**src/logic/bru_pkg.sv**
```systemverilog
package bru_pkg;

    // Widths with a meaning of their own
    typedef logic [63:0] pc_t;       // Program counter or branch target
    typedef logic [25:0] imm_t;      // Signed word offset
    typedef logic [3:0]  cond_t;     // ARM condition field
    typedef logic [3:0]  nzcv_t;     // N=0 Z=1 C=2 V=3
    typedef logic [6:0]  phys_reg_t; // Physical register index
    typedef logic [1:0]  br_op_t;    // Branch micro-op kind

    // Branch opcodes
    localparam br_op_t OP_B     = 2'd0;
    localparam br_op_t OP_BCOND = 2'd1;
    localparam br_op_t OP_BL    = 2'd2;

    // Condition codes handled by the resolver
    localparam cond_t COND_EQ = 4'b0000;
    localparam cond_t COND_NE = 4'b0001;
    localparam cond_t COND_GE = 4'b1010;
    localparam cond_t COND_LT = 4'b1011;
    localparam cond_t COND_GT = 4'b1100;
    localparam cond_t COND_LE = 4'b1101;
    localparam cond_t COND_AL = 4'b1110;

    // Issue queue sizing
    localparam int IQ_DEPTH = 4;
    localparam int IQ_PTR_W = $clog2(IQ_DEPTH);
    localparam int IQ_CNT_W = $clog2(IQ_DEPTH + 1);

    // Return address distance for BL
    localparam pc_t LINK_OFFSET = 64'd4;

    // Output buffer word holds taken, target, mispredict, redirect, wb_en, wb_reg and wb_data
    localparam int RES_W = 3 + 3 * $bits(pc_t) + $bits(phys_reg_t);

endpackage

```
**src/logic/branch_issue_queue.sv**
```systemverilog
`timescale 1ns/1ps

module branch_issue_queue import bru_pkg::*; (
    input  logic      clk,
    input  logic      rst_n,

    // Dispatch side
    input  logic      in_valid,
    output logic      in_ready,
    input  br_op_t    in_op,
    input  pc_t       in_pc,
    input  imm_t      in_imm,
    input  cond_t     in_cond,
    input  nzcv_t     in_flags,
    input  logic      in_pred_taken,
    input  phys_reg_t in_dest,

    // Head towards the resolver
    input  logic      pop,
    output logic      head_valid,
    output br_op_t    head_op,
    output pc_t       head_pc,
    output imm_t      head_imm,
    output cond_t     head_cond,
    output nzcv_t     head_flags,
    output logic      head_pred_taken,
    output phys_reg_t head_dest
);

    // Entry storage
    br_op_t    op_q    [IQ_DEPTH];
    pc_t       pc_q    [IQ_DEPTH];
    imm_t      imm_q   [IQ_DEPTH];
    cond_t     cond_q  [IQ_DEPTH];
    nzcv_t     flags_q [IQ_DEPTH];
    logic      pred_q  [IQ_DEPTH];
    phys_reg_t dest_q  [IQ_DEPTH];

    logic [IQ_PTR_W-1:0] wr_ptr;
    logic [IQ_PTR_W-1:0] rd_ptr;
    logic [IQ_CNT_W-1:0] count;
    logic                push;
    logic                do_pop;

    assign in_ready   = (count < IQ_CNT_W'(IQ_DEPTH));
    assign head_valid = (count != '0);
    assign push       = in_valid & in_ready;
    assign do_pop     = pop & head_valid; // Ignore a pop on an empty queue

    // Depth is a power of two so the pointers wrap on their own
    always_ff @(posedge clk) begin
        if (!rst_n) begin
            wr_ptr <= '0;
            rd_ptr <= '0;
            count  <= '0;
        end else begin
            if (push)
                wr_ptr <= wr_ptr + 1'b1;
            if (do_pop)
                rd_ptr <= rd_ptr + 1'b1;
            if (push && !do_pop)
                count <= count + 1'b1;
            else if (!push && do_pop)
                count <= count - 1'b1;
        end
    end

    always_ff @(posedge clk) begin
        if (push) begin
            op_q[wr_ptr]    <= in_op;
            pc_q[wr_ptr]    <= in_pc;
            imm_q[wr_ptr]   <= in_imm;
            cond_q[wr_ptr]  <= in_cond;
            flags_q[wr_ptr] <= in_flags;
            pred_q[wr_ptr]  <= in_pred_taken;
            dest_q[wr_ptr]  <= in_dest;
        end
    end

    // Head read straight out of storage
    assign head_op         = op_q[rd_ptr];
    assign head_pc         = pc_q[rd_ptr];
    assign head_imm        = imm_q[rd_ptr];
    assign head_cond       = cond_q[rd_ptr];
    assign head_flags      = flags_q[rd_ptr];
    assign head_pred_taken = pred_q[rd_ptr];
    assign head_dest       = dest_q[rd_ptr];

endmodule

```
**src/logic/branch_resolve.sv**
```systemverilog
`timescale 1ns/1ps

module branch_resolve import bru_pkg::*; (
    // Queue head
    input  logic      head_valid,
    input  br_op_t    head_op,
    input  pc_t       head_pc,
    input  imm_t      head_imm,
    input  cond_t     head_cond,
    input  nzcv_t     head_flags,
    input  logic      head_pred_taken,
    input  phys_reg_t head_dest,

    // Result buffer has room
    input  logic      buf_ready,

    output logic      pop,
    output logic      rs_valid,
    output logic      rs_taken,
    output pc_t       rs_target,
    output logic      rs_mispredict,
    output pc_t       rs_redirect_pc,
    output logic      rs_wb_en,
    output phys_reg_t rs_wb_reg,
    output pc_t       rs_wb_data
);

    pc_t  offset;
    pc_t  link_pc;
    logic taken;

    // Flags as captured at dispatch
    function automatic logic cond_passed(input cond_t cond, input nzcv_t flags);
        logic n;
        logic z;
        logic v;
        n = flags[0];
        z = flags[1];
        v = flags[3];
        case (cond)
            COND_EQ: return z;
            COND_NE: return ~z;
            COND_GE: return ~(n ^ v);
            COND_LT: return n ^ v;
            COND_GT: return ~z & ~(n ^ v);
            COND_LE: return z | (n ^ v);
            COND_AL: return 1'b1;
            default: return 1'b0; // Anything else falls through
        endcase
    endfunction

    // Head leaves only when the buffer can take its result
    assign pop      = head_valid & buf_ready;
    assign rs_valid = pop;

    // Sign extend the word offset and scale to bytes
    assign offset  = {{($bits(pc_t) - $bits(imm_t) - 2){head_imm[$bits(imm_t)-1]}},
                      head_imm, 2'b00};
    assign link_pc = head_pc + LINK_OFFSET;

    always_comb begin
        case (head_op)
            OP_B, OP_BL: taken = 1'b1;
            OP_BCOND:    taken = cond_passed(head_cond, head_flags);
            default:     taken = 1'b0;
        endcase
    end

    assign rs_taken       = taken;
    assign rs_target      = head_pc + offset;
    assign rs_mispredict  = taken ^ head_pred_taken;
    assign rs_redirect_pc = taken ? rs_target : link_pc; // Fall through when not taken

    // Only BL writes its return address
    assign rs_wb_en   = (head_op == OP_BL);
    assign rs_wb_reg  = head_dest;
    assign rs_wb_data = link_pc;

endmodule

```
**src/logic/branch_result_buffer.sv**
```systemverilog
`timescale 1ns/1ps

module branch_result_buffer import bru_pkg::*; (
    input  logic      clk,
    input  logic      rst_n,

    // From the resolver
    input  logic      rs_valid,
    input  logic      rs_taken,
    input  pc_t       rs_target,
    input  logic      rs_mispredict,
    input  pc_t       rs_redirect_pc,
    input  logic      rs_wb_en,
    input  phys_reg_t rs_wb_reg,
    input  pc_t       rs_wb_data,
    output logic      buf_ready,

    // Towards the consumer
    input  logic      res_ready,
    output logic      res_valid,
    output logic      res_taken,
    output pc_t       res_target,
    output logic      res_mispredict,
    output pc_t       res_redirect_pc,
    output logic      res_wb_en,
    output phys_reg_t res_wb_reg,
    output pc_t       res_wb_data
);

    logic [RES_W-1:0] in_word;
    logic [RES_W-1:0] main_word;
    logic [RES_W-1:0] spill_word;
    logic             main_valid;
    logic             spill_valid;
    logic             main_free;

    assign in_word = {rs_taken, rs_target, rs_mispredict, rs_redirect_pc,
                      rs_wb_en, rs_wb_reg, rs_wb_data};

    // Main slot empties this cycle or is already empty
    assign main_free = ~main_valid | res_ready;
    assign buf_ready = ~spill_valid;   // Straight from a flop

    always_ff @(posedge clk) begin
        if (!rst_n) begin
            main_valid  <= 1'b0;
            spill_valid <= 1'b0;
        end else if (main_free) begin
            // Spill is older, so it goes first
            main_valid  <= spill_valid | rs_valid;
            spill_valid <= 1'b0;
        end else if (rs_valid) begin
            spill_valid <= 1'b1; // Park it while the output stalls
        end
    end

    always_ff @(posedge clk) begin
        if (main_free) begin
            main_word <= spill_valid ? spill_word : in_word;
        end else if (rs_valid) begin
            spill_word <= in_word;
        end
    end

    assign res_valid = main_valid;
    assign {res_taken, res_target, res_mispredict, res_redirect_pc,
            res_wb_en, res_wb_reg, res_wb_data} = main_word;

endmodule

```
**src/logic/branch_unit_top.sv**
```systemverilog
`timescale 1ns/1ps

module branch_unit_top import bru_pkg::*; (
    input  logic      clk,
    input  logic      rst_n,

    // Dispatch
    input  logic      in_valid,
    output logic      in_ready,
    input  br_op_t    in_op,
    input  pc_t       in_pc,
    input  imm_t      in_imm,
    input  cond_t     in_cond,
    input  nzcv_t     in_flags,
    input  logic      in_pred_taken,
    input  phys_reg_t in_dest,

    // Resolved branches
    input  logic      res_ready,
    output logic      res_valid,
    output logic      res_taken,
    output pc_t       res_target,
    output logic      res_mispredict,
    output pc_t       res_redirect_pc,
    output logic      res_wb_en,
    output phys_reg_t res_wb_reg,
    output pc_t       res_wb_data
);

    // Queue head
    logic      head_valid;
    br_op_t    head_op;
    pc_t       head_pc;
    imm_t      head_imm;
    cond_t     head_cond;
    nzcv_t     head_flags;
    logic      head_pred_taken;
    phys_reg_t head_dest;
    logic      pop;

    // Resolver output
    logic      rs_valid;
    logic      rs_taken;
    pc_t       rs_target;
    logic      rs_mispredict;
    pc_t       rs_redirect_pc;
    logic      rs_wb_en;
    phys_reg_t rs_wb_reg;
    pc_t       rs_wb_data;
    logic      buf_ready;

    branch_issue_queue u_queue (
        .clk             (clk),
        .rst_n           (rst_n),
        .in_valid        (in_valid),
        .in_ready        (in_ready),
        .in_op           (in_op),
        .in_pc           (in_pc),
        .in_imm          (in_imm),
        .in_cond         (in_cond),
        .in_flags        (in_flags),
        .in_pred_taken   (in_pred_taken),
        .in_dest         (in_dest),
        .pop             (pop),
        .head_valid      (head_valid),
        .head_op         (head_op),
        .head_pc         (head_pc),
        .head_imm        (head_imm),
        .head_cond       (head_cond),
        .head_flags      (head_flags),
        .head_pred_taken (head_pred_taken),
        .head_dest       (head_dest)
    );

    branch_resolve u_resolve (
        .head_valid      (head_valid),
        .head_op         (head_op),
        .head_pc         (head_pc),
        .head_imm        (head_imm),
        .head_cond       (head_cond),
        .head_flags      (head_flags),
        .head_pred_taken (head_pred_taken),
        .head_dest       (head_dest),
        .buf_ready       (buf_ready),
        .pop             (pop),
        .rs_valid        (rs_valid),
        .rs_taken        (rs_taken),
        .rs_target       (rs_target),
        .rs_mispredict   (rs_mispredict),
        .rs_redirect_pc  (rs_redirect_pc),
        .rs_wb_en        (rs_wb_en),
        .rs_wb_reg       (rs_wb_reg),
        .rs_wb_data      (rs_wb_data)
    );

    branch_result_buffer u_buffer (
        .clk             (clk),
        .rst_n           (rst_n),
        .rs_valid        (rs_valid),
        .rs_taken        (rs_taken),
        .rs_target       (rs_target),
        .rs_mispredict   (rs_mispredict),
        .rs_redirect_pc  (rs_redirect_pc),
        .rs_wb_en        (rs_wb_en),
        .rs_wb_reg       (rs_wb_reg),
        .rs_wb_data      (rs_wb_data),
        .buf_ready       (buf_ready),
        .res_ready       (res_ready),
        .res_valid       (res_valid),
        .res_taken       (res_taken),
        .res_target      (res_target),
        .res_mispredict  (res_mispredict),
        .res_redirect_pc (res_redirect_pc),
        .res_wb_en       (res_wb_en),
        .res_wb_reg      (res_wb_reg),
        .res_wb_data     (res_wb_data)
    );

endmodule

```
**config.mk**
```make
export PLATFORM = sky130hd
export DESIGN_NAME = branch_unit_top
export DESIGN_NICKNAME = d
export VERILOG_FILES = /design/src/logic/bru_pkg.sv /design/src/logic/branch_issue_queue.sv /design/src/logic/branch_resolve.sv /design/src/logic/branch_result_buffer.sv /design/src/logic/branch_unit_top.sv
export SDC_FILE = /design/constraint.sdc
export NUM_CORES = 1
export LEC_CHECK = 0
export BUFFER_PORTS_ARGS = -buffer_cell sky130_fd_sc_hd__buf_2
export CELL_PAD_IN_SITES_DETAIL_PLACEMENT = 0
export CELL_PAD_IN_SITES_GLOBAL_PLACEMENT = 2
export CORE_AREA = 5 5 329 331
export DETAILED_ROUTE_END_ITERATION = 8
export DIE_AREA = 0 0 334 336
export GPL_TIMING_DRIVEN = 0
export PLACE_DENSITY = 0.7
export SLEW_MARGIN = 25
export SYNTH_ARGS = -nofsm -noshare
export SYNTH_HDL_FRONTEND = slang
export SYNTH_SLANG_ARGS = --single-unit
```
**constraint.sdc**
```tcl
create_clock -name clk -period 72.7 [get_ports clk]
set_input_delay 14.54 -clock clk [delete_from_list [all_inputs] [get_ports clk]]
set_output_delay 14.54 -clock clk [all_outputs]
set_load 0.01 [all_outputs]
```
==> flow_summary.yaml, run 1 <==
final_layout:
  final_nets: 2951
  final_layout_size_suffix_gt1_share_pct: 27.7
  synth_to_final_area_change_pct: 19.6
  utilization_of_the_core_after_routing_pct: 41.6
  stdcell_count: 4257
  n_fill_cell: 9647
  mostFrequentLayoutCells: "sky130_fd_sc_hd__edfxtp_1 (824), sky130_fd_sc_hd__buf_2 (330), sky130_fd_sc_hd__nand2_1 (238)"
  layout_commonest_cell: "sky130_fd_sc_hd__edfxtp_1"
  final_design_area_no_fill_sq_um: 43600
pwr:
  clock_power_share_pct: 20.8
  ir_drop_uv: 19.9
  p_int_mw: 1.39
  power.net_switching_mw: 0.914
  power.leakage_nw: 15.5
  power_density_nw_per_um2: 52.9
  report.power.total_mw: 2.31
  netSwitchingFraction_pct: 39.6
  comb_power_share_pct: 45.9
  sequential_power_share_pct: 33.4
timing:
  max-slew-margin-rel_pct: 25.1
  setup_slack_ns: 56.74
  fin_worst_hold_slack_ns: 0.513
  grt_setup_unrepaired: "false"
  post-route-period-util_pct: 22.0
  final.setup.tns_ns: 0
  tightestPinTransition_ns: 1.11
  min_period_ns: 15.96
  max_clock_freq_mhz: 62.7
  final_max_slew_viol_count: 0
  worst_clock_skew_ns: 0.0221
  timing.final.setup_violations: 0
  final_hold_vio_count: 0
die:
  fp.dieArea_sq_um: 112000
  initial_core_util_pct: 34.8
  fp.dieW_um: 334
  fp.dieH_um: 336
  io_count: 316
  design.core.area_sq_um: 105000
  placement_rows: 119
clock_network:
  clkSlewWorstSetupHoldPaths_ns: 0.06
  worstSkewPairLatency_ns: 0.66
  cts_resized: 0
  library_cell_used_as_clock_root_buffer: "sky130_fd_sc_hd__clkbuf_16"
  cts_inserted_buffers: 92
  clock_tree.htree_level_count: 3
  cts_sinks: 835
  tritoncts: "yes"
  cts_buffer_depth: 3
  cts_setup_buffers: 0
  hold_fix_buffers_cts: 0
synth:
  synth_seq_area_share_pct: 68.4
  netlist_top_cells_area: "sky130_fd_sc_hd__edfxtp_1 (68%), sky130_fd_sc_hd__mux4_2 (5.7%), sky130_fd_sc_hd__mux2_2 (3.7%)"
  avgSynthCellArea_sq_um: 15.6
  post-synth-top-area-cell: "sky130_fd_sc_hd__edfxtp_1"
  syn-num-nets: 2519
  yosys.area.top_type_share_pct: 67.8
  post_synth_inst_count: 2338
  synthArstFlopShare_pct: 0
  ys.flop_type: "sky130_fd_sc_hd__edfxtp_1"
  synth.lib_cells_used.distinct: 84
  synth_edf_count: 824
  yosysWarnings: 0
  synth.ff_latch_count: 835
  synthesis.area_sq_um: 36500
drt:
  drt-pass1-iter-count: 6
  dr_total_vias: 21600
  wire_per_inst_um: 24.5
  dr.first_iter.drc_count: 1828
  antenna_left: 0
  route.final.wire_length_um: 104000
  via_density_per_instance: 5.08
  post-route-drc-count: 0
outcome:
  status: "completed"
global_route:
  wire_length_of_the_first_global_routing_pass_um: 150000
  grt_pass1_vias: 22200
  global_route.peak_usage_layer: "met2"
  grt_antenna_before_repair: 45
  grtUsageTotal_pct: 18.2
  overflow: 0
  largest_net_degree_at_the_start_of_global_routing: 60
  grtUsageMet3_pct: 4.50
  use_met1_pct: 25.0
  grt_use_met2_pct: 29.0
hold_path:
  hold_path_cell_cnt: 2
  worstHoldEndpoint: "u_buffer.main_word[191]$_DFFE_PP_"
  worst_hold_path_type: "flip-flop to flip-flop"
  worst_hold_startpoint: "u_buffer.spill_word[191]$_DFFE_PP_"
placed_design:
  dpl-instance-area_sq_um: 40400
  port_buffers: 314
  hpwl_um: 77800
  post-place-ws_ns: 56.00
  routabilityCongestion: 0.845
  placed_cells_incl_taps: 4067
critical_path:
  cp_data_required_time_ns: 73.03
  cp-start-kind: "input port"
  reg2reg_slack_ns: 64.99
  endpoint_kind: "flip-flop"
  critPathArrivalTime_ns: 16.30
  rr_worst_depth: 21
  timing.setup.critical_path_class: "input port to flip-flop"
  worst_r2r_endpoint: "u_buffer.main_word[130]$_DFFE_PP_"
  worst-path-max-fanout: 40
job:
  cap_violations: 0
==> layout make-up <==
| cell class | count | area, sq um | area share (%) |
|---|---|---|---|
| flip-flops and latches | 835 | 25000 | 57.2 |
| multi-input cells | 1300 | 10600 | 24.2 |
| clock buffers | 104 | 2430 | 5.58 |
| repair buffers | 338 | 2160 | 4.96 |
| well taps | 1391 | 1740 | 3.99 |
| clock inverters | 68 | 714 | 1.64 |
| plain buffers | 93 | 578 | 1.33 |
| inverters | 110 | 413 | 0.947 |
| diodes | 18 | 45.0 | 0.103 |
==> routing by layer <==
metal	up-vias	part of all wire, %
met5	-	0.15
met1	10900	44
met4	22	2.1
li1	9886	-
met2	651	47
met3	139	7.0
==> registers in the layout, indices dropped and copies added, names as in the netlist, named ones only <==
name / count
u_buffer.main_word: 198
u_buffer.spill_valid: 1
u_queue.op_q: 8
u_buffer.spill_word: 198
u_queue.count: 3
u_queue.imm_q: 104
u_queue.pc_q: 256
u_queue.rd_ptr: 2
u_queue.wr_ptr: 2
u_buffer.res_valid: 1
u_queue.pred_q: 4
u_queue.cond_q: 16
u_queue.flags_q: 12
u_queue.dest_q: 28
==> critical path, cell delays in order <==
cell and delay (ns):
sky130_fd_sc_hd__buf_2 0.07, sky130_fd_sc_hd__nor2b_1 0.11, sky130_fd_sc_hd__clkbuf_1 0.30, sky130_fd_sc_hd__and2_4 0.63, sky130_fd_sc_hd__buf_16 0.32, sky130_fd_sc_hd__buf_12 0.25
==> how the worst max path moves through the flow <==
stage,from,end,slack (ns),cells past startpoint
finish,in_valid,u_queue.imm_q[0][13]$_DFFE_PP_,56.74,6
floorplan,res_ready,u_buffer.spill_word[100]$_DFFE_PP_,38.37,2
detailed placement,in_valid,u_queue.imm_q[0][13]$_DFFE_PP_,56.00,6
CTS,in_valid,u_queue.imm_q[0][13]$_DFFE_PP_,56.72,6
global placement,res_ready,u_buffer.spill_word[115]$_DFFE_PP_,19.66,3
global route,in_valid,u_queue.imm_q[0][13]$_DFFE_PP_,56.62,6
==> kinds of logic after synthesis <==
| group | Yosys count | share of synthesized area (%) |
|---|---|---|
| AOI/OAI and AO/OA | 362 | 5.97 |
| xor gates and xnor gates | 129 | 3.14 |
| adders and majority gates | 69 | 2.41 |
| buffers and inverters | 203 | 2.70 |
| DFF | 835 | 68.4 |
| muxes | 236 | 10.7 |
| and+or+nand+nor | 504 | 6.71 |
==> power groups by stage <==
stage                     Clock [mW]  Sequential, mW  Combinational (mW)
after floorplan                    0           0.819               0.621
after global placement             0           0.802                1.04
after detailed placement           0           0.781                1.06
after CTS                      0.492           0.772                1.07
after global routing           0.512           0.779                1.15
final                          0.479           0.769                1.06
==> Yosys cell counts (11+ instances only) <==
| master | instances |
|---|---|
| sky130_fd_sc_hd__mux4_2 | 93 |
| sky130_fd_sc_hd__a21oi_1 | 87 |
| sky130_fd_sc_hd__o21ai_1 | 21 |
| sky130_fd_sc_hd__xor2_1 | 44 |
| sky130_fd_sc_hd__clkbuf_1 | 50 |
| sky130_fd_sc_hd__mux4_1 | 13 |
| sky130_fd_sc_hd__dfxtp_1 | 11 |
| sky130_fd_sc_hd__nor2_1 | 88 |
| sky130_fd_sc_hd__nand3_1 | 25 |
| sky130_fd_sc_hd__o21bai_1 | 19 |
| sky130_fd_sc_hd__ha_1 | 67 |
| sky130_fd_sc_hd__nand2_1 | 238 |
| sky130_fd_sc_hd__buf_2 | 16 |
| sky130_fd_sc_hd__o21ai_0 | 126 |
| sky130_fd_sc_hd__and2_1 | 18 |
| sky130_fd_sc_hd__nand4_1 | 36 |
| sky130_fd_sc_hd__nor3_1 | 19 |
| sky130_fd_sc_hd__buf_6 | 13 |
| sky130_fd_sc_hd__xnor2_1 | 83 |
| sky130_fd_sc_hd__a21o_1 | 20 |
| sky130_fd_sc_hd__edfxtp_1 | 824 |
| sky130_fd_sc_hd__mux2_2 | 120 |
| sky130_fd_sc_hd__inv_1 | 109 |
Power figures use the tool's default switching activity.
==> run 2: changes to the inputs <==
clock period = 16.3 ns   (was 72.7 ns; I/O delays follow)
==> run 2 against run 1 <==
Effect of this change:
- cell area fell by 0.15%
- wire length fell by 0.10%
- sequential share of layout area rose by 0.085 points
- sequential power rose to 4.5 times the previous value
- clock power rose to 4.4 times the previous value
- critical path type is now flip-flop to flip-flop
==> flow_summary.yaml, run 2 (synthesis gave the netlist of run 1 again) <==
drt:
  antenna_left: 0
  route.final.wire_length_um: 104000
  dr.first_iter.drc_count: 1759
  post-route-drc-count: 0
  via_density_per_instance: 5.07
  drt-pass1-iter-count: 5
  wire_per_inst_um: 24.5
  dr_total_vias: 21600
pwr:
  sequential_power_share_pct: 33.5
  ir_drop_uv: 91.6
  power.leakage_nw: 15.4
  p_int_mw: 6.19
  clock_power_share_pct: 20.6
  comb_power_share_pct: 45.9
  report.power.total_mw: 10.2
  netSwitchingFraction_pct: 39.5
  power_density_nw_per_um2: 235
  power.net_switching_mw: 4.04
final_layout:
  biggestRegsByFlops: "u_queue.pc_q (256), u_buffer.main_word (198), u_buffer.spill_word (198)"
  multi_input_area_sq_um: 10600
  sequential_cell_area_sq_um: 25000
  layout_commonest_cell: "sky130_fd_sc_hd__edfxtp_1"
  max_reg_flops: 256
  final_nets: 2954
  mostFrequentLayoutCells: "sky130_fd_sc_hd__edfxtp_1 (824), sky130_fd_sc_hd__buf_2 (330), sky130_fd_sc_hd__nand2_1 (238)"
  n_fill_cell: 9608
  max_flop_register: "u_queue.pc_q"
  synth_to_final_area_change_pct: 19.4
  final_layout_size_suffix_gt1_share_pct: 27.4
clock_network:
  tritoncts: "yes"
  cts_setup_buffers: 0
  clock_tree.htree_level_count: 3
  cts_inserted_buffers: 93
  library_cell_used_as_clock_root_buffer: "sky130_fd_sc_hd__clkbuf_16"
  hold_fix_buffers_cts: 0
  cts_sinks: 835
  worstSkewPairLatency_ns: 0.68
  cts_resized: 0
  clkSlewWorstSetupHoldPaths_ns: 0.06
  cts_buffer_depth: 3
placed_design:
  routabilityCongestion: 0.843
  port_buffers: 314
  hpwl_um: 77700
timing:
  max_clock_freq_mhz: 130
  final_max_slew_viol_count: 0
  min_period_ns: 7.71
  timing.final.setup_violations: 0
  tightestPinTransition_ns: 1.12
  post-route-period-util_pct: 47.3
  grt_setup_unrepaired: "false"
  max-slew-margin-rel_pct: 24.5
  final_hold_vio_count: 0
  worst_clock_skew_ns: 0.0295
  final.setup.tns_ns: 0
critical_path:
  timing.setup.critical_path_class: "flip-flop to flip-flop"
  critPathArrivalTime_ns: 8.11
  critical_path.slowest_cell: "sky130_fd_sc_hd__nor4bb_1"
  endpoint_kind: "flip-flop"
  worst-path-max-fanout: 10
  slowest_delay_ns: 0.91
  reg2reg_slack_ns: 8.59
  cp-start-kind: "flip-flop"
  crit_path_cell_trace: "buf_6 -> buf_12 -> buf_12 -> buf_8 -> buf_6 -> buf_2 -> buf_2 -> buf_2 -> mux4_2 -> ha_1 -> inv_1 -> fa_1 -> nor2b_1 -> o211a_1 -> o211ai_1 -> a311oi_1 -> nor4bb_1 -> o31ai_1 -> xnor2_1 -> mux2i_1 -> mux2_2"
  cp_data_required_time_ns: 16.70
  timing.critical_path.mode_cell: "sky130_fd_sc_hd__buf_2"
global_route:
  overflow: 0
  grtUsageTotal_pct: 18.2
  largest_net_degree_at_the_start_of_global_routing: 60
  grt_pass1_vias: 22000
  grt_antenna_before_repair: 41
  wire_length_of_the_first_global_routing_pass_um: 151000
die:
  fp.dieW_um: 334
  fp.dieH_um: 336
  initial_core_util_pct: 34.8
  placement_rows: 119
  io_count: 316
  design.core.area_sq_um: 105000
  fp.dieArea_sq_um: 112000
hold_path:
  worst_hold_path_type: "flip-flop to flip-flop"
outcome:
  status: "completed"
job:
  cap_violations: 0
==> run 2: stage by stage <==
stage                     instance area [sq um]  instances  util (%)  setup WS [ns]  hold WS (ns)
after CTS                                 43500       4239      41.5           8.45         0.535
after detailed placement                  40500       4069      38.6           8.46         0.521
after floorplan                           36500       2338         -           1.05         0.487
after global placement                    39800       4043      38.0          -8.98         0.519
after global routing                      43500       4243      41.5           8.13         0.555
final                                     43600       4254      41.6           8.59         0.530
==> run 2: routing by layer <==
metal / vias to the layer above / global-route usage, % / routed length, um / share of wire [%]
li1: 9894 / - / - / -
met1: 10800 / 25.3 / 45900 / 44
met2: 612 / 28.6 / 47300 / 45
met3: 174 / 4.53 / 7980 / 7.7
met4: 30 / 5.68 / 2700 / 2.6
met5: - / 0 / 197 / 0.19
==> run 2: power by group through the flow <==
stage | clock (mW) | sequential, mW | combinational [mW]
2_1_floorplan | 0 | 3.64 | 2.77
3_3_place_gp | 0 | 3.55 | 4.62
3_5_place_dp | 0 | 3.48 | 4.71
4_1_cts | 2.16 | 3.44 | 4.75
5_1_grt | 2.25 | 3.48 | 5.14
6_report | 2.10 | 3.43 | 4.70
==> run 2: worst max-delay path, delay by kind of cell, from the launching register on <==
kind	cells	cell delay, ns
fa+ha+maj	2	0.44
xor+xnor	1	0.67
mux	3	1.35
buf+inv	9	2.25
compound gates	4	1.39
simple gates	2	0.99
flops	1	0.32
==> run 2: path summary, 6_finish.rpt <==
| path | start | cells past startpoint | end |
|---|---|---|---|
| worst min register to register | u_buffer.spill_word[162]$_DFFE_PP_ | 2 | u_buffer.main_word[162]$_DFFE_PP_ |
| worst min-delay path | u_buffer.spill_word[162]$_DFFE_PP_ | 2 | u_buffer.main_word[162]$_DFFE_PP_ |
| worst max-delay path | flip-flop | 21 | u_buffer.main_word[130]$_DFFE_PP_ |
| worst max register to register | flip-flop | 21 | u_buffer.main_word[130]$_DFFE_PP_ |
==> run 2: layout make-up <==
| type | instances | area share, % |
|---|---|---|
| flip-flops and latches | 835 | 57.3 |
| multi-input cells | 1300 | 24.3 |
| clock buffers | 118 | 5.66 |
| repair buffers | 340 | 5.03 |
| well taps | 1391 | 4.00 |
| clock inverters | 52 | 1.38 |
| plain buffers | 93 | 1.33 |
| inverters | 110 | 0.948 |
| diodes | 15 | 0.0862 |
